===== src/bp_kind_pkg.sv =====
package bp_kind_pkg;

    // bit 2 marks the unconditional kinds
    typedef enum logic [2:0] {
        not_jump      = 3'd0,
        direct_jump   = 3'd1,
        ret           = 3'd4,
        indirect_jump = 3'd5,
        call          = 3'd6,
        jump          = 3'd7
    } branch_kind_t;

    localparam int ctr_width = 2;

    typedef logic [ctr_width-1:0] ctr_t;

    localparam ctr_t ctr_min        = 2'd0;
    localparam ctr_t ctr_reset_val  = 2'd1;
    localparam ctr_t ctr_weak_taken = 2'd2;
    localparam ctr_t ctr_max        = 2'd3;

    function automatic logic ctr_taken(input ctr_t c);
        return c[ctr_width-1];
    endfunction

    // saturating step toward the real outcome
    function automatic ctr_t ctr_train(input ctr_t c, input logic taken);
        if (taken) begin
            return (c == ctr_max) ? ctr_max : c + ctr_t'(1);
        end
        return (c == ctr_min) ? ctr_min : c - ctr_t'(1);
    endfunction

endpackage


===== src/choice_table.sv =====
`timescale 1ns/100ps

module choice_table
    import bp_kind_pkg::*;
#(
    parameter int h_width    = 8,
    parameter int addr_width = 30
) (
    input  logic                  clk,
    input  logic                  rst_n,
    input  logic                  stall,
    input  logic [addr_width-1:0] pc,
    input  logic                  update_en,
    input  logic [addr_width-1:0] pc_update,
    input  logic                  taken_real,
    input  logic                  taken_b_ex,
    input  logic                  taken_g_ex,
    input  ctr_t                  choice_pdch_ex,
    output logic                  choice_b_g,
    output ctr_t                  choice_pdch
);

    localparam int depth = 1 << h_width;

    ctr_t ctr_mem [depth];
    ctr_t rd_q;
    logic wr_en;

    // nothing to learn when both sides agreed
    assign wr_en = update_en && !stall && (taken_b_ex != taken_g_ex);

    // count up when the global side was right
    always_ff @(posedge clk) begin
        if (!rst_n) begin
            for (int i = 0; i < depth; i++) begin
                ctr_mem[i] <= ctr_reset_val;
            end
        end else if (wr_en) begin
            ctr_mem[pc_update[h_width-1:0]] <=
                ctr_train(choice_pdch_ex, taken_g_ex == taken_real);
        end
    end

    always_ff @(posedge clk) begin
        if (!rst_n) begin
            rd_q <= '0;
        end else if (!stall) begin
            rd_q <= ctr_mem[pc[h_width-1:0]];
        end
    end

    // 0 picks local, 1 picks global
    assign choice_b_g  = ctr_taken(rd_q);
    assign choice_pdch = rd_q;

endmodule


===== config.mk =====
export PLATFORM = sky130hd
export DESIGN_NAME = choice_table
export DESIGN_NICKNAME = d
export VERILOG_FILES = /design/src/bp_kind_pkg.sv /design/src/choice_table.sv
export SDC_FILE = /design/constraint.sdc
export NUM_CORES = 1
export LEC_CHECK = 0
export BUFFER_PORTS_ARGS = -buffer_cell sky130_fd_sc_hd__buf_2
export CAP_MARGIN = 20
export CORE_MARGIN = 5
export CORE_UTILIZATION = 63
export CTS_CLUSTER_SIZE = 24
export DETAILED_ROUTE_END_ITERATION = 10
export MAX_ROUTING_LAYER = met4
export PLACE_DENSITY_LB_ADDON = 0.2
export SLEW_MARGIN = 20
export SYNTH_ARGS = -nofsm -noshare
export SYNTH_HDL_FRONTEND = slang
export SYNTH_SLANG_ARGS = --single-unit

===== constraint.sdc =====
create_clock -name clk -period 3.2 [get_ports clk]
set_input_delay 0.16 -clock clk [delete_from_list [all_inputs] [get_ports clk]]
set_output_delay 0.16 -clock clk [all_outputs]
set_load 0.05 [all_outputs]

After elaboration in Yosys (flattened, before gate mapping)
Memories as Yosys holds them, arrays and structs flattened. A register that Yosys moved wholly into a read port is not among the register bits.
Index checks and enable logic that the tools add are counted.
{ "word_totals": {"reg_bits": 0, "ram_bits": 512, "input_bits": 69, "out_inout_bits": 3, "word_cells": 29, "n_memories": 1} }
{ "classes": {"add_sub_neg": 2, "n_eq_ne": 3, "n_mux": 16, "n_reduce_logical": 7} }
{ "memory_table": {"columns": ["name", "words", "width", "rd", "rd_ports_with_merged_regs", "wr", "line_no", "source"], "rows": [
  ["ctr_mem", 256, 2, 1, 1, 256, "choice_table.sv:25", "ctr_t ctr_mem [depth];"]
]} }
{ "ops": {"columns": ["operator", "count"], "rows": [
  ["2-to-1 mux 2 bit", 7],
  ["2-to-1 mux 1 bit", 8],
  ["2-to-1 mux 8 bit", 1],
  ["zero test 1 bit", 3],
  ["adder 2 x 1 -> 2 bit, second input constant", 1],
  ["== test 2 bit, second input constant", 1],
  ["logical AND 1 bit", 2],
  ["zero test 2 bit", 1],
  ["OR reduction 2 bit", 1],
  ["subtractor 2 x 1 -> 2 bit, second input constant", 1],
  ["== test 1 bit", 1],
  ["!= test 1 bit", 1]
]} }

Longest topological paths before layout
{ "depth": {"ltp_word": 9, "mapped_depth": 13, "ltp_nobuf": 7} }

Worst setup path before layout
No wires, ideal clock.
{ "synth_path": {"path_type": "input port to flip-flop", "startpoint": "input port pc[1]", "endpoint": "register rd_q[0] (netlist: choice_pdch[0]) (read register of ctr_mem)", "setup_time_ns": 0.122, "arrival_time_ns": 2.262, "required_ns": 3.078, "path_slack_ns": 0.816, "cell_stages": 8, "path_buffers": 3, "cell_sequence": "buf_4 -> buf_2 -> buf_1 -> mux4_2 -> mux4_2 -> a211oi_1 -> nor4_1 -> a311o_1"} }
{ "synth_lines": {"columns": ["item", "line_no", "source"], "rows": [
  ["start: declaration", "choice_table.sv:12", "input logic [addr_width-1:0] pc,"],
  ["end: declaration", "choice_table.sv:26", "ctr_t rd_q;"]
]} }

==> run_results.csv <==
group,metric,value,unit
clock_tree,cts_made_buffers,51,
timing,finalCritPeriodShare,82.0,%
hold_path,min_path_cells,3,
route,drc_errors,0,
layout,syn_to_final_growth,10.7,%
clock_tree,clockBufferDepth,3,
logic_synthesis,ys_async_sr_fraction,0,%
grt,grt_max_degree,259,
timing,setup_violations,0,
power_and_ir_drop,powerDensity,547,nW/um^2
floorplanning,die_area,42300,um^2
logic_synthesis,synth_top_family_by_area,"multiplexers",
timing,worst_pin_slew,1.30,ns
timing,finClkSkew,0.0224,ns
grt,grt_antenna_before_repair,4,
logic_synthesis,avgSynthCellArea,12.6,um^2
floorplanning,core_area,37800,um^2
clock_tree,cts_max_level,2,
logic_synthesis,synth_fp_nets,1982,
logic_synthesis,syn_area,24100,um^2
logic_synthesis,synth-seq-cells,514,
placement,place_area,25100,um^2
critical_path,crit_chain,"mux4_1 > mux4_2 > nor2_1 > a311oi_1 > a211oi_1 > nor4_1 > a311o_1",
critical_path,critical_path_arrival,3.10,ns
floorplanning,die_w,206,um
logic_synthesis,synth-xor-area-share,0.0727,%
clock_tree,clock_latency,0.61,ns
layout,fin_nets,1978,
clock_tree,clk_pin_slew,0.06,ns
floorplanning,ios,72,
logic_synthesis,synth_mux_area_share,13.2,%
critical_path,worst-path-buf-inv,0,
critical_path,worstPathMaxFanout,1,
placement,io_buffers,27,
floorplanning,rows,71,
timing,slew_headroom,13.5,%
logic_synthesis,syn_inst,1913,
logic_synthesis,ys_warn_count,0,
route,post_drt_wl_per_cell,27.6,um
placement,gp_congestion,0.943,
timing,period_needed,2.62,ns
hold_path,hp-class,"input pin to register",
critical_path,cp-end-kind,"register",
route,vias,16700,
clock_tree,cts_tree,"built",
timing,rsz0062_at_grt,"no",
timing,hold_viol_final,0,
route,vias_per_cell,6.79,
critical_path,path_class,"register to register",
clock_tree,cts_root_buf,"clkbuf_16",
route,first_iter_violations,2823,
route,routed_wl,68200,um
power_and_ir_drop,ir_drop,0.000498,V
logic_synthesis,synth.yosys.seq_area_share,64.0,%
critical_path,critical_path_required,3.67,ns
power_and_ir_drop,power_leakage,8.37,nW
run,cap_violations,0,
grt,track_usage,34.1,%
timing,worst_slack,0.577,ns
logic_synthesis,synth_fa_ha_area_share,0.0415,%
timing,fmax,0.381,GHz
logic_synthesis,synth-compound-area-share,7.61,%
clock_tree,cts.sink_count,514,
route,antenna_left,0,
logic_synthesis,synth-edff-count,512,
critical_path,critPathTopFamily,"multiplexers",
placement,dp_slack,0.359,ns
grt,grt_pass1_vias,16600,
placement,hpwl,43200,um
layout,postLayoutCellArea,26700,um^2
timing,finalSetupTns,0,ns
layout,drive_above_1_share,18.2,%
layout,stdcell_count,2465,
critical_path,rr_worst_depth,7,
critical_path,crit_path_top_delay_cell,"mux4_1",
critical_path,critical-path-max-stage-delay,0.52,ns
logic_synthesis,synthFlopType,"edfxtp_1",
route,firstDrtPassIters,6,
critical_path,cp_num_cells,7,
placement,post-place-cells,2366,
status,status,"finished, final reports clean",
logic_synthesis,synthSimpleGateAreaFrac,11.3,%
timing,slew_violations,0,
layout,filler_cell_count,2553,
grt,grt_pass1_wl,102000,um
floorplanning,die_h,206,um
grt,overflow,0,
critical_path,startpoint_type,"register",
logic_synthesis,synth_cell_types,49,
layout,final_common_cell,"edfxtp_1",
layout,layout_common_cells,"edfxtp_1 (512), nand2_1 (306), nor2_1 (288)",
floorplanning,start_util,63.8,%
clock_tree,post_cts_buffers,0,
## power by group
| part | switching, mW | total (mW) | internal, mW | leakage [nW] |
|---|---|---|---|---|
| Sequential | 0.0980 | 7.82 | 7.72 | 5.03 |
| Clock | 2.51 | 5.66 | 3.15 | 0.761 |
| Combinational | 0.678 | 1.12 | 0.439 | 2.59 |
## flip-flops by register name, indices dropped and copies added, names as in the netlist
name,flops
ctr_mem,512
choice_pdch,2
## per-stage QoR
stage / power, mW / hold slack, ns / util [%]
final: 14.6 / 0.118 / 70.7
after floorplan: 8.67 / 0.313 / -
after detailed placement: 9.05 / 0.477 / 66.5
after global routing: 15.0 / 0.129 / 70.7
after global placement: 9.01 / 0.476 / 66.5
after CTS: 14.6 / 0.0872 / 70.6
## what timing repair did
action,CTS,global route
endpoints found under the hold margin,2,0
hold buffers,1,0
gates resized for setup,0,0
## cell families after synthesis
kind of cell | Yosys count
AOI/OAI and AO/OA | 333
xor gates and xnor gates | 2
adders and majority gates | 1
buffers and inverters | 209
DFF | 514
muxes | 169
and+or+nand+nor | 685
## worst paths after layout
path,endpoint,slack [ns],from
worst max-delay path,choice_pdch[0],0.58,ctr_mem[204][0]
worst min register to register,choice_pdch[0],0.57,choice_pdch[0]
worst max register to register,choice_pdch[0],0.58,ctr_mem[204][0]
worst min-delay path,ctr_mem[226][0],0.12,pc_update[2]
## per-layer routing
layer / global-route usage, % / part of all wire, % / up-vias
li1: - / - / 7033
met1: 44.3 / 34 / 8203
met2: 52.2 / 48 / 1239
met3: 7.52 / 13 / 258
met4: 15.6 / 5.4 / 0
met5: - / 0 / -
## cells in the mapped netlist (2+ instances only)
library cell	count	area share [%]
nor4_1	3	0.078
o221ai_1	11	0.40
a211oi_1	6	0.19
a311o_1	2	0.083
nand3_1	22	0.46
inv_1	4	0.062
o22ai_1	9	0.23
nor2b_1	13	0.34
xor2_1	2	0.073
or2_2	2	0.052
a22oi_1	4	0.12
buf_1	5	0.078
a221o_1	2	0.083
a2111oi_0	5	0.18
buf_4	15	0.47
dfxtp_1	2	0.17
mux4_1	3	0.33
mux4_2	115	11
nand4_1	3	0.078
buf_2	11	0.23
edfxtp_1	512	64
a221oi_1	4	0.15
buf_6	6	0.28
nand2_1	306	4.8
o21ai_0	263	5.5
nor3_1	11	0.23
a21oi_1	11	0.23
and3_1	3	0.078
and2_1	4	0.10
mux2i_1	48	2.0
nor2_1	300	4.7
a31oi_1	6	0.16
o211ai_1	3	0.093
clkbuf_1	165	2.6
mux2_2	3	0.14
or4_1	2	0.062
nand2b_1	15	0.39
## tightest hold or removal path, cell delays in order
cell and delay [ns]:
buf_2 0.26, nor3_2 0.13, nand2_1 0.06
## layout make-up
class / instances / area, um^2 / share of cell area, %
flip-flops and latches: 514 / 15400 / 57.8
multi-input cells: 1190 / 7830 / 29.3
clock buffers: 69 / 1370 / 5.12
repair buffers: 146 / 1220 / 4.56
well taps: 511 / 639 / 2.40
clock inverters: 24 / 184 / 0.689
inverters: 6 / 22.5 / 0.0844
diodes: 5 / 12.5 / 0.0469
No activity file was read; power rests on OpenSTA's default activity.
