[src/bp_kind_pkg.sv]
package bp_kind_pkg;

    // bit 2 marks the unconditional kinds
    typedef enum logic [2:0] {
        not_jump      = 3'd0,
        direct_jump   = 3'd1,
        ret           = 3'd4,
        indirect_jump = 3'd5,
        call          = 3'd6,
        jump          = 3'd7
    } branch_kind_t;

    localparam int ctr_width = 2;

    typedef logic [ctr_width-1:0] ctr_t;

    localparam ctr_t ctr_min        = 2'd0;
    localparam ctr_t ctr_reset_val  = 2'd1;
    localparam ctr_t ctr_weak_taken = 2'd2;
    localparam ctr_t ctr_max        = 2'd3;

    function automatic logic ctr_taken(input ctr_t c);
        return c[ctr_width-1];
    endfunction

    // saturating step toward the real outcome
    function automatic ctr_t ctr_train(input ctr_t c, input logic taken);
        if (taken) begin
            return (c == ctr_max) ? ctr_max : c + ctr_t'(1);
        end
        return (c == ctr_min) ? ctr_min : c - ctr_t'(1);
    endfunction

endpackage

[src/bp_meta_pkg.sv]
package bp_meta_pkg;

    import bp_kind_pkg::*;

    localparam int tag_width = 8;

    // entry matched, counter and tag come from the table
    typedef struct packed {
        logic                 hit;
        ctr_t                 ctr;
        logic [tag_width-1:0] tag;
        logic                 alt_taken;
    } meta_hit_t;

    // no match, keep what allocation needs
    typedef struct packed {
        logic                 hit;
        logic [tag_width-1:0] tag;
        logic                 base_taken;
        logic [1:0]           spare;
    } meta_miss_t;

    // pdch word, the top bit tells which view applies
    typedef union packed {
        meta_hit_t  hit_v;
        meta_miss_t miss_v;
    } bp_meta_t;

endpackage

[src/tagged_history_table.sv]
`timescale 1ns/100ps

module tagged_history_table
    import bp_kind_pkg::*;
    import bp_meta_pkg::*;
#(
    parameter int h_width    = 8,
    parameter int gh_width   = 32,
    parameter int addr_width = 30
) (
    input  logic                  clk,
    input  logic                  rst_n,
    input  logic                  stall,
    input  logic [addr_width-1:0] pc,
    input  logic [gh_width-1:0]   gh,
    input  logic                  taken_bh,
    input  logic                  update_en,
    input  logic [addr_width-1:0] pc_ex,
    input  logic [gh_width-1:0]   gh_ex,
    input  logic                  taken_pdc_ex,
    input  logic                  taken_ex,
    input  bp_meta_t              pdch_ex,
    output logic                  taken_pdc,
    output bp_meta_t              pdch
);

    localparam int depth = 1 << h_width;

    logic                 valid_mem [depth];
    ctr_t                 ctr_mem   [depth];
    logic [tag_width-1:0] tag_mem   [depth];

    logic [h_width-1:0]   rd_idx;
    logic [h_width-1:0]   wr_idx;
    logic [tag_width-1:0] rd_tag;
    logic                 rd_hit;

    logic                 hit_q;
    ctr_t                 ctr_q;
    logic [tag_width-1:0] tag_q;

    logic                 wr_en;
    logic                 alloc;

    // xor-fold of the global history down to index width
    function automatic logic [h_width-1:0] fold_gh(input logic [gh_width-1:0] g);
        logic [h_width-1:0] acc;
        acc = '0;
        for (int i = 0; i < gh_width; i++) begin
            acc[i % h_width] ^= g[i];
        end
        return acc;
    endfunction

    assign rd_idx = pc[h_width-1:0] ^ fold_gh(gh);
    assign wr_idx = pc_ex[h_width-1:0] ^ fold_gh(gh_ex);

    // tag from the pc bits just above the index
    assign rd_tag = pc[h_width +: tag_width] ^ gh[gh_width-1 -: tag_width];
    assign rd_hit = valid_mem[rd_idx] && (tag_mem[rd_idx] == rd_tag);

    always_ff @(posedge clk) begin
        if (!rst_n) begin
            hit_q <= 1'b0;
            ctr_q <= '0;
            tag_q <= '0;
        end else if (!stall) begin
            hit_q <= rd_hit;
            ctr_q <= ctr_mem[rd_idx];
            tag_q <= rd_tag;
        end
    end

    assign wr_en = update_en && !stall;

    // only a wrong guess on a miss earns an entry
    assign alloc = !pdch_ex.miss_v.hit && (taken_pdc_ex != taken_ex);

    always_ff @(posedge clk) begin
        if (!rst_n) begin
            for (int i = 0; i < depth; i++) begin
                valid_mem[i] <= 1'b0;
                ctr_mem[i]   <= ctr_reset_val;
            end
        end else if (wr_en) begin
            if (pdch_ex.hit_v.hit) begin
                ctr_mem[wr_idx] <= ctr_train(pdch_ex.hit_v.ctr, taken_ex);
            end else if (alloc) begin
                valid_mem[wr_idx] <= 1'b1;
                ctr_mem[wr_idx]   <= taken_ex ? ctr_weak_taken : ctr_reset_val;
            end
        end
    end

    always_ff @(posedge clk) begin
        if (wr_en && alloc) begin
            tag_mem[wr_idx] <= pdch_ex.miss_v.tag;
        end
    end

    // miss falls back to the local guess
    assign taken_pdc = hit_q ? ctr_taken(ctr_q) : taken_bh;

    always_comb begin
        pdch = '0;
        if (hit_q) begin
            pdch.hit_v.hit       = 1'b1;
            pdch.hit_v.ctr       = ctr_q;
            pdch.hit_v.tag       = tag_q;
            pdch.hit_v.alt_taken = taken_bh;
        end else begin
            pdch.miss_v.hit        = 1'b0;
            pdch.miss_v.tag        = tag_q;
            pdch.miss_v.base_taken = taken_bh;
            pdch.miss_v.spare      = 2'b00;
        end
    end

endmodule

[config.mk]
export PLATFORM = sky130hd
export DESIGN_NAME = tagged_history_table
export DESIGN_NICKNAME = d
export VERILOG_FILES = /design/src/bp_kind_pkg.sv /design/src/bp_meta_pkg.sv /design/src/tagged_history_table.sv
export SDC_FILE = /design/constraint.sdc
export NUM_CORES = 2
export LEC_CHECK = 0
export BUFFER_PORTS_ARGS = -buffer_cell sky130_fd_sc_hd__buf_4
export CAP_MARGIN = 20
export CORE_AREA = 5 5 583 585
export DETAILED_ROUTE_END_ITERATION = 8
export DIE_AREA = 0 0 588 590
export PLACE_DENSITY = 0.59
export RECOVER_POWER = 50
export SYNTH_ARGS = -nofsm -noshare
export SYNTH_HDL_FRONTEND = slang
export SYNTH_SLANG_ARGS = --single-unit
[constraint.sdc]
create_clock -name clk -period 9.7 [get_ports clk]
set_clock_uncertainty 0.1 [all_clocks]
set_input_delay 1.94 -clock clk [delete_from_list [all_inputs] [get_ports clk]]
set_output_delay 1.94 -clock clk [all_outputs]
set_load 0.1 [all_outputs]
== After elaboration in Yosys (flattened, before gate mapping) ==
Memories as Yosys holds them, arrays and structs flattened. A register that Yosys moved wholly into a read port is not among the register bits.
Index checks and enable logic that the tools add are counted.

* Flip-flop bits (word level): 9
* Bits in latches: 0
* RAM bits: 2,816
* ROM bits: 0
* Bits of input ports: 143
* Output and inout bits: 13
* Logic and storage cells: 106
* Memories: 3

* Add/subtract/negate cells: 2
* Multipliers: 0
* Div/mod/pow operators: 0
* $lt $le $gt $ge: 0
* Equal/unequal tests: 3
* Shifts and indexed selects: 0
* Mux-type cells: 33
* Bitwise logic cells: 52
* Reduce and logical (&&, ||, !) cells: 11

{| class="wikitable"
|+ Memories
! name !! depth !! width !! read ports !! clocked after memory_dff !! write ports !! RTL line !! text
|-
| tag_mem || 256 || 8 || 1 || 0 || 1 || tagged_history_table.sv:31 || <nowiki>logic [tag_width-1:0] tag_mem [depth];</nowiki>
|-
| ctr_mem || 256 || 2 || 1 || 1 || 256 || tagged_history_table.sv:30 || <nowiki>ctr_t ctr_mem [depth];</nowiki>
|-
| valid_mem || 256 || 1 || 1 || 0 || 256 || tagged_history_table.sv:29 || <nowiki>logic valid_mem [depth];</nowiki>
|}

{| class="wikitable"
|+ Operators with widths
! operator !! number
|-
| 1-bit XOR || 48
|-
| 8-bit XOR || 3
|-
| 1-bit two-way mux || 20
|-
| 2-bit two-way mux || 10
|-
| 8-bit two-way mux || 2
|-
| 12-bit two-way mux || 1
|-
| 8-bit == test || 1
|-
| 1-bit logical AND || 4
|-
| 1-bit zero test || 4
|-
| 2-bit by 1-bit adder with 2-bit output (second input constant) || 1
|-
| 2-bit == test (second input constant) || 1
|-
| 2-bit zero test || 1
|-
| 2-bit OR reduction || 1
|-
| 2-bit by 1-bit subtractor with 2-bit output (second input constant) || 1
|-
| 1-bit != test || 1
|-
| 1-bit OR || 1
|-
| 1-bit OR reduction || 1
|}

== Depth between registers and ports, before layout ==
* Depth after elaboration: 10
* Mapped depth: 17
* Gate-level depth less buffers: 12

== Least setup slack after synthesis ==
Ideal clock, no wire load.

* Kind: input to register
* Start point: input port gh[24]
* End point: register hit_q
* Library setup time: 0.087 ns
* Data arrival time: 4.954 ns
* Required time: 9.513 ns
* Path slack: 4.559 ns
* Stages on the path: 13
* Cells stage by stage: xnor3_2 -> xnor2_4 -> buf_6 -> buf_12 -> mux4_2 -> a22o_1 -> a2111oi_2 -> nand2_1 -> nand2_1 -> o2111ai_1 -> a2111oi_2 -> nand4_1 -> o31ai_1

* Longest elaborated chain between the ends: 5
* Elaborated cells on any way between the ends: 7
* Those cells by class: 1 x eq/ne; 3 x bitwise; 1 x reduce/logical; 2 x memory

{| class="wikitable"
|+ RTL lines
! what !! RTL line !! text
|-
| from (decl) || tagged_history_table.sv:15 || <nowiki>input logic [gh_width-1:0] gh,</nowiki>
|-
| 1-bit XOR || tagged_history_table.sv:50 || <nowiki>acc[i % h_width] ^= g[i];</nowiki>
|-
| 8-bit XOR || tagged_history_table.sv:55 || <nowiki>assign rd_idx = pc[h_width-1:0] ^ fold_gh(gh);</nowiki>
|-
| memory read 256 x 8 bit || n/a ||
|-
| 8-bit == test || tagged_history_table.sv:60 || <nowiki>assign rd_hit = valid_mem[rd_idx] && (tag_mem[rd_idx] == rd_tag);</nowiki>
|-
| 1-bit logical AND * || tagged_history_table.sv:60 ||
|-
| to (signal assigned) || tagged_history_table.sv:68 || <nowiki>hit_q <= rd_hit;</nowiki>
|-
| to (decl) || tagged_history_table.sv:38 || <nowiki>logic hit_q;</nowiki>
|}

Mark *: on every way between the ends. The rest lies on a longest branch, timed or not.
A chain may end at the register's enable or synchronous reset.

== Final worst setup path ==
* Start point: input port gh_ex[24]
* End point: memory tag_mem[28][4], enable pin

* Longest elaborated chain between the ends: 2

{| class="wikitable"
|+ RTL lines
! what !! RTL line !! text
|-
| from (decl) || tagged_history_table.sv:19 || <nowiki>input logic [gh_width-1:0] gh_ex,</nowiki>
|-
| 1-bit XOR || tagged_history_table.sv:50 ||
|-
| 8-bit XOR || tagged_history_table.sv:56 || <nowiki>assign wr_idx = pc_ex[h_width-1:0] ^ fold_gh(gh_ex);</nowiki>
|-
| to (decl) || tagged_history_table.sv:31 ||
|}

Every way passes these cells.

==> impl_metrics.yaml <==
critical_path:
  startpoint_type: "primary input"
  worstSetupPathType: "in -> reg"
  required_ns: 9.91
  arrival_ns: 8.06
  cp_max_fo: 18
  critPathCaptureType: "flip-flop"
global_routing:
  grt_antenna_before_repair: 22
  grtUsageTotal: 0.221
  grt_max_degree: 183
  grt_pass1_wl_mm: 554
  overflow: 0
  grt_pass1_vias: 73100
floorplan:
  num_io_pins: 156
  start_util: 0.348
  die-width_microns: 588
  dieArea_sq_um: 347000
  placementRows: 213
  die_y_microns: 590
  coreArea_sq_um: 335000
detailed_routing:
  ant_nets: 0
  drtIter0Drc: 12600
  drt_first_pass_iters: 9
  drcViolationCount: 0
  vias: 77600
  via_per_inst: 5.75
  drt-wirelength-per-cell_microns: 29.5
  totalWireLength_mm: 398
yosys:
  synth_cell_types: 78
  synth_warnings: 0
  synthTopCellsByCount: "edfxtp_1, nand2_1, nor2_1, nand3_1, clkbuf_1"
  syn_nets: 8907
  syn_area_sq_um: 116000
  yosysMostFrequentCell: "edfxtp_1"
  ys_async_sr_fraction: 0
  yosysSeqAreaShare: 0.707
  synth_area_leader_cell: "edfxtp_1"
  avgSynthCellArea_sq_um: 13.3
  synth_edf_count: 2560
  netlist_top_cells_area: "edfxtp_1, nand2_1, mux4_2"
  yosys.area.top_type_share: 0.661
  ys_seq_elements: 2827
  syn-instance-count: 8764
  synth_flop_cell: "edfxtp_1"
pwr:
  ir_drop_mv: 0.179
  total_power_mw: 31.4
  leakage_nw: 43.1
  p_per_area_nw_per_um2: 238
finish:
  multi_input_area_sq_um: 31500
  drive_gt1_frac: 0.118
  nFillCells: 31000
  area_growth_pct: 13.5
  seq_area_sq_um: 82200
  fin_nets: 8990
outcome:
  status: "complete, but fails checks"
  violations: "max-capacitance violations, max-slew violations"
placed_design:
  dpl.hpwl_mm: 242
  portBuffers: 116
  gp_congestion: 0.886
clock_tree:
  cts_hold_buf: 0
  htreeDepth: 5
  cts_tree: "built"
  cts_buffer_depth: 4
  clk_pin_slew_ns: 0.06
  clock-sinks: 2827
  cts_root_buffer: "clkbuf_16"
  insertion_delay_ns: 0.87
  cts_buffers: 294
  post-cts-setup-buffer-count: 0
  cts_resized: 0
sta:
  slew_viol_final: 1836
  min_period_ns: 7.85
  slew_headroom: -3.06
  fmax_ghz: 0.127
  rsz0062_at_grt: "no"
  setup_viol: 0
  worst_pin_slew_ns: 6.09
  timing.final.crit_share: 0.810
  setup_tns_ns: 0
  finalHoldViolCount: 0
job:
  cap_viol_max_count: 39
worst_hold_path:
  hold_class: "reg -> reg"
-- cells in the final DEF, fill, tap and decap left out, types with 13 or more instances in the layout --
cell	n
a21oi_1	131
a221oi_1	13
a22oi_1	25
a311oi_1	40
a31oi_1	90
a32oi_1	81
and3_1	43
buf_12	29
buf_4	254
buf_6	21
bufinv_16	19
clkbuf_1	161
clkbuf_16	308
clkbuf_8	36
clkinv_1	36
clkinv_2	34
dfxtp_1	267
edfxtp_1	2560
inv_1	18
mux2i_1	252
mux4_1	32
mux4_2	252
nand2_1	1834
nand3_1	637
nand4_1	73
nor2_1	1134
nor2_2	14
nor3_1	41
nor4_1	13
o2111ai_1	17
o21ai_0	308
o22ai_1	29
or2_2	16
xnor2_1	52
xor2_1	18
-- worst max-delay path, cell delays in order --
cell and delay (ns):
buf_4 0.11, xnor2_1 0.12, xnor2_1 0.57, xnor2_1 0.21, nor2_1 0.14, nand2_1 0.09, clkbuf_1 1.06, inv_1 0.15
nand2_1 0.13, clkbuf_1 2.37, nor2_1 1.09
-- worst paths after layout --
| check | slack (ns) | to | startpoint | cells after the start |
|---|---|---|---|---|
| worst max-delay path | 1.85 | tag_mem[28][4] | gh_ex[24] | 11 |
| worst max register to register | 6.19 | hit_q | tag_mem[180][7] | 10 |
| worst min-delay path | 0.37 | valid_mem[190] | valid_mem[190] | 2 |
| worst min register to register | 0.37 | valid_mem[190] | valid_mem[190] | 2 |
-- sequential cells by signal, summed over array words and instances (netlist names) --
signal     count
tag_mem     2048
ctr_mem      512
valid_mem    256
tag_q          8
ctr_q          2
hit_q          1
-- cell families after synthesis --
group | count (synthesis) | synth area share
AO/OA/AOI/OAI | 823 | 0.0449
XOR/XNOR | 100 | 0.00890
buffers and inverters | 633 | 0.0259
flip-flops | 2827 | 0.707
multiplexers | 544 | 0.0785
AND/OR/NAND/NOR | 3837 | 0.135
-- layer usage --
metal	track usage	part of all wire	vias to the layer above
met3	0.0545	0.13	897
li1	-	-	32300
met5	0	0.00071	-
met2	0.338	0.45	5371
met1	0.300	0.38	39000
met4	0.0954	0.050	10
-- power by group --
group | leakage [nW] | switching, mW | total, mW | internal, mW
combinational | 12.9 | 4.83 | 6.69 | 1.86
clock | 4.65 | 4.70 | 11.3 | 6.59
sequential | 25.6 | 0.0454 | 13.5 | 13.4
total | 43.1 | 9.57 | 31.4 | 21.9
-- per-stage QoR --
| step | setup slack, ns | instance area [sq um] | util | hold slack, ns | cells |
|---|---|---|---|---|---|
| final | 1.85 | 132000 | 0.394 | 0.367 | 13500 |
| after global routing | 1.68 | 132000 | 0.394 | 0.387 | 13500 |
| after CTS | 3.03 | 132000 | 0.394 | 0.370 | 13400 |
| after detailed placement | 2.16 | 123000 | 0.366 | 0.357 | 12900 |
| after global placement | 2.10 | 122000 | 0.365 | 0.341 | 12900 |
| after floorplan | 4.56 | 116000 | - | 0.332 | 8764 |
-- layout make-up --
class | instances | share of cell area
Sequential cell | 2827 | 0.623
Clock inverter | 99 | 0.00751
Multi-Input combinational cell | 5304 | 0.238
Antenna cell | 10 | 0.000190
Timing Repair Buffer | 400 | 0.0243
Inverter | 20 | 0.000626
Tap cell | 4407 | 0.0418
Clock buffer | 425 | 0.0644
Note: power is estimated with default switching activity, not from simulation.
