==> config.mk <==
export PLATFORM = sky130hd
export DESIGN_NAME = local_history_table
export DESIGN_NICKNAME = d
export VERILOG_FILES = /design/src/bp_kind_pkg.sv /design/src/local_history_table.sv
export SDC_FILE = /design/constraint.sdc
export NUM_CORES = 1
export LEC_CHECK = 0
export BUFFER_PORTS_ARGS = -buffer_cell sky130_fd_sc_hd__clkbuf_2
export CAP_MARGIN = 10
export CORE_UTILIZATION = 35
export DETAILED_ROUTE_END_ITERATION = 7
export HOLD_SLACK_MARGIN = 0.1
export PLACE_DENSITY = 0.57
export SYNTH_ARGS = -nofsm -noshare
export SYNTH_HDL_FRONTEND = slang
export SYNTH_SLANG_ARGS = --single-unit
==> constraint.sdc <==
create_clock -name clk -period 4.82 [get_ports clk]
set_clock_uncertainty 0.2 [all_clocks]
set_input_delay 0.241 -clock clk [delete_from_list [all_inputs] [get_ports clk]]
set_output_delay 0.241 -clock clk [all_outputs]
set_load 0.03 [all_outputs]
==> src/bp_kind_pkg.sv <==
package bp_kind_pkg;

    // bit 2 marks the unconditional kinds
    typedef enum logic [2:0] {
        not_jump      = 3'd0,
        direct_jump   = 3'd1,
        ret           = 3'd4,
        indirect_jump = 3'd5,
        call          = 3'd6,
        jump          = 3'd7
    } branch_kind_t;

    localparam int ctr_width = 2;

    typedef logic [ctr_width-1:0] ctr_t;

    localparam ctr_t ctr_min        = 2'd0;
    localparam ctr_t ctr_reset_val  = 2'd1;
    localparam ctr_t ctr_weak_taken = 2'd2;
    localparam ctr_t ctr_max        = 2'd3;

    function automatic logic ctr_taken(input ctr_t c);
        return c[ctr_width-1];
    endfunction

    // saturating step toward the real outcome
    function automatic ctr_t ctr_train(input ctr_t c, input logic taken);
        if (taken) begin
            return (c == ctr_max) ? ctr_max : c + ctr_t'(1);
        end
        return (c == ctr_min) ? ctr_min : c - ctr_t'(1);
    endfunction

endpackage

==> src/local_history_table.sv <==
`timescale 1ns/100ps

module local_history_table
    import bp_kind_pkg::*;
#(
    parameter int h_width    = 8,
    parameter int bh_width   = 16,
    parameter int addr_width = 30
) (
    input  logic                  clk,
    input  logic                  rst_n,
    input  logic                  stall,
    input  logic [addr_width-1:0] pc,
    input  logic [bh_width-1:0]   bh,
    input  logic                  update_en,
    input  logic [addr_width-1:0] pc_update,
    input  logic [bh_width-1:0]   bh_update,
    input  logic                  taken_real,
    input  ctr_t                  taken_pdch_ex_b,
    output logic                  b_taken_pdc,
    output ctr_t                  taken_pdch_b
);

    localparam int depth = 1 << h_width;

    ctr_t ctr_mem [depth];
    ctr_t rd_q;

    logic [h_width-1:0] rd_idx;
    logic [h_width-1:0] wr_idx;
    logic               wr_en;

    // pc hashed with the branch's own history
    assign rd_idx = pc[h_width-1:0] ^ bh[h_width-1:0];
    assign wr_idx = pc_update[h_width-1:0] ^ bh_update[h_width-1:0];

    assign wr_en = update_en && !stall;

    // snapshot counter is trained, so the table is never read back
    always_ff @(posedge clk) begin
        if (!rst_n) begin
            for (int i = 0; i < depth; i++) begin
                ctr_mem[i] <= ctr_reset_val;
            end
        end else if (wr_en) begin
            ctr_mem[wr_idx] <= ctr_train(taken_pdch_ex_b, taken_real);
        end
    end

    // read register holds while stalled
    always_ff @(posedge clk) begin
        if (!rst_n) begin
            rd_q <= '0;
        end else if (!stall) begin
            rd_q <= ctr_mem[rd_idx];
        end
    end

    assign taken_pdch_b = rd_q;
    assign b_taken_pdc  = ctr_taken(rd_q);

endmodule

# Yosys cells after proc, flatten, opt, wreduce, memory -nomap -nowiden
# Memories as Yosys holds them, arrays and structs flattened. A register that Yosys moved wholly into a read port is not among the register bits.
# Index checks and enable logic that the tools add are counted.
# Widths: inputs -> output; s select.
dict set report totals {
  register_bits 0
  latch_bits 0
  ram_bits 512
  mem_bits_ro 0
  out_inout_bits 3
  word_cells 28
  memories 1
}
dict set report classes {
  addsub 2
  mul 0
  div 0
  n_lt_le_gt_ge 0
  n_eq_ne 1
  shifts 0
  muxes 16
  bitwise 2
  reduce_logical 6
}
# name depth word_bits rd rd_ports_with_merged_regs write_ports line_no
set mem_list {}
lappend mem_list {ctr_mem 256 2 1 1 256 local_history_table.sv:26} ;# ctr_t ctr_mem [depth];
# op n
set op_table {}
lappend op_table {{$xor 8x8->8} 2}
lappend op_table {{$mux 2} 7}
lappend op_table {{$mux 1} 8}
lappend op_table {{$mux 8} 1}
lappend op_table {{$logic_not 1->1} 3}
lappend op_table {{$add 2x1->2 const B} 1}
lappend op_table {{$eq 2x2->1 const B} 1}
lappend op_table {{$logic_not 2->1} 1}
lappend op_table {{$reduce_or 2->1} 1}
lappend op_table {{$sub 2x1->2 const B} 1}
lappend op_table {{$logic_and 1x1->1} 1}

# Depth between registers and ports, before layout
dict set report depth {
  ltp_word 8
  ltp_mapped 12
  depth_no_buf 8
}

# Least setup slack after synthesis
# No wires, ideal clock.
dict set report synth_path {
  kind {in2reg}
  from {input bh[1]}
  to {register rd_q[0] (netlist: taken_pdch_b[0]), read port of ctr_mem}
  setup_time_ns 0.116
  arrival_time_ns 2.351
  slack_ns 2.153
  cell_stages 8
  n_path_buf 2
  path_cell_list {xor2_4 > buf_12 > buf_6 > mux4_2 > a221o_1 > nor4_1 > o31ai_1 > a41o_1}
}
dict set report synth_between {
  elab_chain_len 1
}
# item line_no
set synth_rtl {}
lappend synth_rtl {{from (decl)} local_history_table.sv:14} ;# input logic [bh_width-1:0] bh,
lappend synth_rtl {{$xor 8x8->8} local_history_table.sv:34} ;# assign rd_idx = pc[h_width-1:0] ^ bh[h_width-1:0];
lappend synth_rtl {{to (decl)} local_history_table.sv:27} ;# ctr_t rd_q;
# Every way passes these cells.

# Final worst setup path
# Same ends and word-level chain as after synthesis.

==> report_table.html <==
<table>
<tr><th>Metric</th><th>Value</th></tr>
<tr><th colspan="2">Timing</th></tr>
<tr><td>Final Worst Setup Slack</td><td>1.49 ns</td></tr>
<tr><td>Measured slew at the worst slew-check pin</td><td>roughly 1.3 ns</td></tr>
<tr><td>Final Max Slew Viols</td><td>0</td></tr>
<tr><td>Final Setup Violations</td><td>0</td></tr>
<tr><td>Max Fclk</td><td>300 MHz</td></tr>
<tr><td>Unrepaired setup endpoints after global routing</td><td>false</td></tr>
<tr><td>Fin crit share</td><td>69.1%</td></tr>
<tr><td>Total count of hold-check failures in the final report</td><td>0</td></tr>
<tr><td>Setup TNS</td><td>0 ns</td></tr>
<tr><td>Final period demand of the worst path</td><td>3.33 ns</td></tr>
<tr><td>Max transition margin</td><td>between 10% and 20%</td></tr>
<tr><th colspan="2">Routing</th></tr>
<tr><td>Drt via density</td><td>between 5 and 6</td></tr>
<tr><td>Residual antenna-violating net count after detailed routing</td><td>0</td></tr>
<tr><td>Remaining routing DRC violations</td><td>0</td></tr>
<tr><td>Iteration-0 DRC Markers</td><td>2,407</td></tr>
<tr><td>Mean routed wirelength per cell</td><td>27.1 um</td></tr>
<tr><td>Number of vias after detailed routing</td><td>about 18,000</td></tr>
<tr><td>Pre-Repair DR Iteration Count</td><td>6</td></tr>
<tr><td>Routed Wire Length</td><td>83,100 um</td></tr>
<tr><th colspan="2">Floorplanning</th></tr>
<tr><td>Die extent in x</td><td>around 270 um</td></tr>
<tr><td>Core area</td><td>69,200 um2</td></tr>
<tr><td>Die footprint</td><td>~71,000 um2</td></tr>
<tr><td>Vertical die dimension</td><td>267 um</td></tr>
<tr><td>Rows</td><td>96</td></tr>
<tr><td>Initial core utilization</td><td>35.6%</td></tr>
<tr><td>Number of I/O pins</td><td>102</td></tr>
<tr><th colspan="2">Worst setup path</th></tr>
<tr><td>Startpoint type of the worst setup path</td><td>primary input</td></tr>
<tr><td>Setup slack, reg-to-reg</td><td>2.03 ns</td></tr>
<tr><td>WP data arrival</td><td>3.64 ns</td></tr>
<tr><td>Critical-path maximum fanout</td><td>27</td></tr>
<tr><td>Worst R2R Path Depth</td><td>7</td></tr>
<tr><td>Critical Path, Cell by Cell</td><td>clkbuf_2, xor2_4, buf_12, buf_4, mux2i_1, a221oi_2, nor3_1, a211oi_1, nor4_1, o31ai_1, a41o_1</td></tr>
<tr><td>Category of the critical setup timing path</td><td>primary input to register</td></tr>
<tr><td>Endpoint type of the worst setup path</td><td>register</td></tr>
<tr><td>Crit path launch</td><td>bh[1]</td></tr>
<tr><td>Buffer and inverter count on the worst path</td><td>3</td></tr>
<tr><td>Reg-to-reg critical path startpoint</td><td>ctr_mem[224][0]</td></tr>
<tr><td>Crit-path slowest cell</td><td>xor2_4</td></tr>
<tr><td>Terminus of the critical flop-to-flop path</td><td>taken_pdch_b[0]</td></tr>
<tr><td>CP Data Required Time</td><td>5.13 ns</td></tr>
<tr><td>Kind of cell adding the most delay to the critical path</td><td>simple AND/OR/NAND/NOR gates</td></tr>
<tr><td>Slowest cell delay on critical path</td><td>between 0.6 and 0.7 ns</td></tr>
<tr><th colspan="2">Clocking</th></tr>
<tr><td>Buffer levels on the longest clock path</td><td>3</td></tr>
<tr><td>Htree depth</td><td>2</td></tr>
<tr><td>Worst-Skew Late Latency</td><td>0.62 ns</td></tr>
<tr><td>Number of CTS-inserted buffers</td><td>52</td></tr>
<tr><td>Clk pin slew, worst setup/hold paths</td><td>0.06 ns</td></tr>
<tr><td>Clock tree sinks</td><td>about 500</td></tr>
<tr><td>CTS root buf</td><td>clkbuf_16</td></tr>
<tr><td>Cts repair resizes</td><td>0</td></tr>
<tr><td>CTS tree</td><td>done</td></tr>
<tr><th colspan="2">Place</th></tr>
<tr><td>Placed wire-length estimate after detailed placement</td><td>51,600 um</td></tr>
<tr><td>I/O Buffers</td><td>41</td></tr>
<tr><td>Post-placement worst setup slack</td><td>0.970 ns</td></tr>
<tr><td>Area after detailed placement</td><td>26,000 um2</td></tr>
<tr><td>Placer's final routability congestion estimate</td><td>0.894</td></tr>
<tr><th colspan="2">Logic synthesis</th></tr>
<tr><td>Mapped Cells</td><td>2,102</td></tr>
<tr><td>Proportion of synthesized chip area in sequential cells</td><td>a little over three fifths</td></tr>
<tr><td>Post-Syn Nets</td><td>2,201</td></tr>
<tr><td>Simple logic cell fraction of the synthesized area</td><td>14.8%</td></tr>
<tr><td>Adder and majority gate portion of the synthesized area</td><td>0.0812%</td></tr>
<tr><td>Top cell type's share of synthesized area</td><td>62.4%</td></tr>
<tr><td>Area leader, netlist</td><td>edfxtp_1</td></tr>
<tr><td>Post-Synth XOR/XNOR Area</td><td>1.14%</td></tr>
<tr><td>Post-synthesis mux area share</td><td>10.0%</td></tr>
<tr><td>Area fraction in compound gates after synthesis</td><td>between 7 and 8%</td></tr>
<tr><td>Count of different cell masters after synthesis</td><td>45</td></tr>
<tr><td>Cell types occupying the most area after synthesis</td><td>edfxtp_1, nand2_1, o21ai_0, nor2_1, mux4_2</td></tr>
<tr><td>Mapped cell area</td><td>24,600 um2</td></tr>
<tr><td>Mapped Avg Cell Area</td><td>~12 um2</td></tr>
<tr><td>Yosys warnings</td><td>0</td></tr>
<tr><td>Dominant combinational cell family by area after synthesis</td><td>simple AND/OR/NAND/NOR gates</td></tr>
<tr><td>Post-synthesis sequential element count</td><td>514</td></tr>
<tr><th colspan="2">Final layout</th></tr>
<tr><td>Area of all sequential standard cells</td><td>between 15,000 and 20,000 um2</td></tr>
<tr><td>Fill cell instance count of the final layout</td><td>~6,600</td></tr>
<tr><td>Area of the multi-input gates</td><td>8420 um2</td></tr>
<tr><td>Number of nets in the layout</td><td>about 2,200</td></tr>
<tr><td>Antenna diode count</td><td>0</td></tr>
<tr><td>Area overhead of the layout relative to synthesis</td><td>11.9%</td></tr>
<tr><td>End-of-flow core utilization</td><td>around two fifths</td></tr>
<tr><td>Total non-filler cell area in the finished layout</td><td>~28,000 um2</td></tr>
<tr><td>Share of cells above drive strength 1</td><td>13.1%</td></tr>
<tr><th colspan="2">Run status</th></tr>
<tr><td>Result of the run</td><td>finished clean</td></tr>
<tr><th colspan="2">Power and ir drop</th></tr>
<tr><td>Ratio of total power to cell area</td><td>375 nW/um2</td></tr>
<tr><td>Peak VDD IR</td><td>0.294 mV</td></tr>
<tr><td>Total power</td><td>between 10 and 15 mW</td></tr>
<tr><td>Leakage Power</td><td>8.61 nW</td></tr>
<tr><th colspan="2">Global route</th></tr>
<tr><td>Routing usage on met1</td><td>a little under a third</td></tr>
<tr><td>Met2 usage in global routing</td><td>37.1%</td></tr>
<tr><td>Remaining Overflow, GRT</td><td>0</td></tr>
<tr><td>Via count of the first global-routing pass</td><td>~18,000</td></tr>
<tr><td>Grt met3 use</td><td>4.89%</td></tr>
<tr><td>Wire length of the first global-routing pass</td><td>around 120,000 um</td></tr>
<tr><td>Busiest layer in global routing</td><td>met2</td></tr>
<tr><td>Combined global-route utilization of all metal layers</td><td>23.3%</td></tr>
<tr><td>Maximum number of pins on one net before global-route repair</td><td>between 100 and 150</td></tr>
<tr><td>Initial antenna violation count</td><td>1</td></tr>
<tr><th colspan="2">Hold path</th></tr>
<tr><td>Start point of the worst hold path</td><td>pc_update[1]</td></tr>
<tr><td>Hold Path Class</td><td>primary input to register</td></tr>
<tr><td>Hold Path Cell Cnt</td><td>6</td></tr>
<tr><td>Hold Path Sink</td><td>ctr_mem[247][1]</td></tr>
<tr><th colspan="2">Flow run</th></tr>
<tr><td>Max-capacitance violation count</td><td>0</td></tr>
</table>
-- area by class of cell --
cell class                 instances  area share [%]
timing repair buffer             136            3.64
clock inverter                    30           0.816
multi-input combinational       1394            30.5
tap                              931            4.22
inverter                           3          0.0408
clock buffer                      62            4.85
sequential                       514            55.9
-- power by group --
| group | leakage [nW] | switching [mW] | internal (mW) |
|---|---|---|---|
| Clock | 0.768 | 1.74 | 2.13 |
| Sequential | 5.03 | 0.0697 | 5.13 |
| Combinational | 2.82 | 0.850 | 0.424 |
-- cells in the mapped netlist (all sizes together) --
master / n
edfxtp: 512
nand2: 413
nor2: 351
o21ai: 276
clkbuf: 160
nand3: 109
mux4: 94
buf: 31
mux2i: 22
o2111ai: 18
xor2: 16
nand4: 14
xnor2: 14
a221oi: 10
nor3: 10
a31oi: 6
o22ai: 6
and3: 5
a21oi: 4
a22oi: 4
inv: 3
nor4: 3
a211oi: 2
a221o: 2
dfxtp: 2
maj3: 2
nand2b: 2
nor2b: 2
o211ai: 2
o31a: 2
a32oi: 1
a41o: 1
and2: 1
o31ai: 1
o41ai: 1
-- stage by stage --
step / hold WS (ns) / instances
6_report: 0.168 / 3070
5_1_grt: 0.182 / 3070
4_1_cts: 0.134 / 3070
3_5_place_dp: 0.359 / 2976
3_3_place_gp: 0.354 / 2976
2_1_floorplan: 0.140 / 2102
-- cell usage in the layout, fill, tap and decap left out, drive strengths merged, types with 3 or more instances in the layout --
master / synthesis / layout
edfxtp: 512 / 512
clkinv: 0 / 25
nand4: 14 / 14
clkbuf: 160 / 102
and3: 5 / 5
xor2: 16 / 16
a22oi: 4 / 4
a21oi: 4 / 4
bufinv: 0 / 3
nor2: 351 / 351
a221oi: 10 / 10
o21ai: 276 / 276
mux4: 94 / 94
o22ai: 6 / 6
buf: 31 / 94
nor4: 3 / 3
inv: 3 / 4
mux2i: 22 / 22
nand2: 413 / 413
xnor2: 14 / 14
o2111ai: 18 / 18
a31oi: 6 / 6
nor3: 10 / 10
nand3: 109 / 109
-- state kept, by name, indices dropped and copies added (netlist names) --
signal        count
ctr_mem         512
taken_pdch_b      2
-- worst max path at each step --
stage	end	depth (start not counted)
global placement	taken_pdch_b[0]	11
floorplan	taken_pdch_b[0]	8
detailed placement	taken_pdch_b[1]	10
CTS	taken_pdch_b[1]	10
global route	taken_pdch_b[0]	11
finish	taken_pdch_b[0]	11
-- per-layer routing --
layer	share of wire [%]	wire, um
met1	38	31300
met4	5.1	4260
met2	46	38500
met3	11	9060
met5	0.016	13
-- cell families after synthesis --
group	after synthesis
and+or+nand+nor	910
DFF	514
AOI/OAI and AO/OA	336
buffers and inverters	194
muxes	116
xor gates and xnor gates	30
adders and majority gates	2
-- worst register-to-register path, delay by kind of cell (launching register included) --
kind | cells | cell delay (ns)
multiplexers | 1 | 0.52
AND/OR/NAND/NOR | 2 | 0.78
flip-flops | 1 | 0.37
AO/OA/AOI/OAI | 4 | 0.80
-- repair_timing --
item	in CTS	in global routing
setup buffers	0	0
hold endpoints to repair	128	0
hold buffers	2	0
endpoints found under the setup margin	0	0
(Power assumes the default switching activity.)
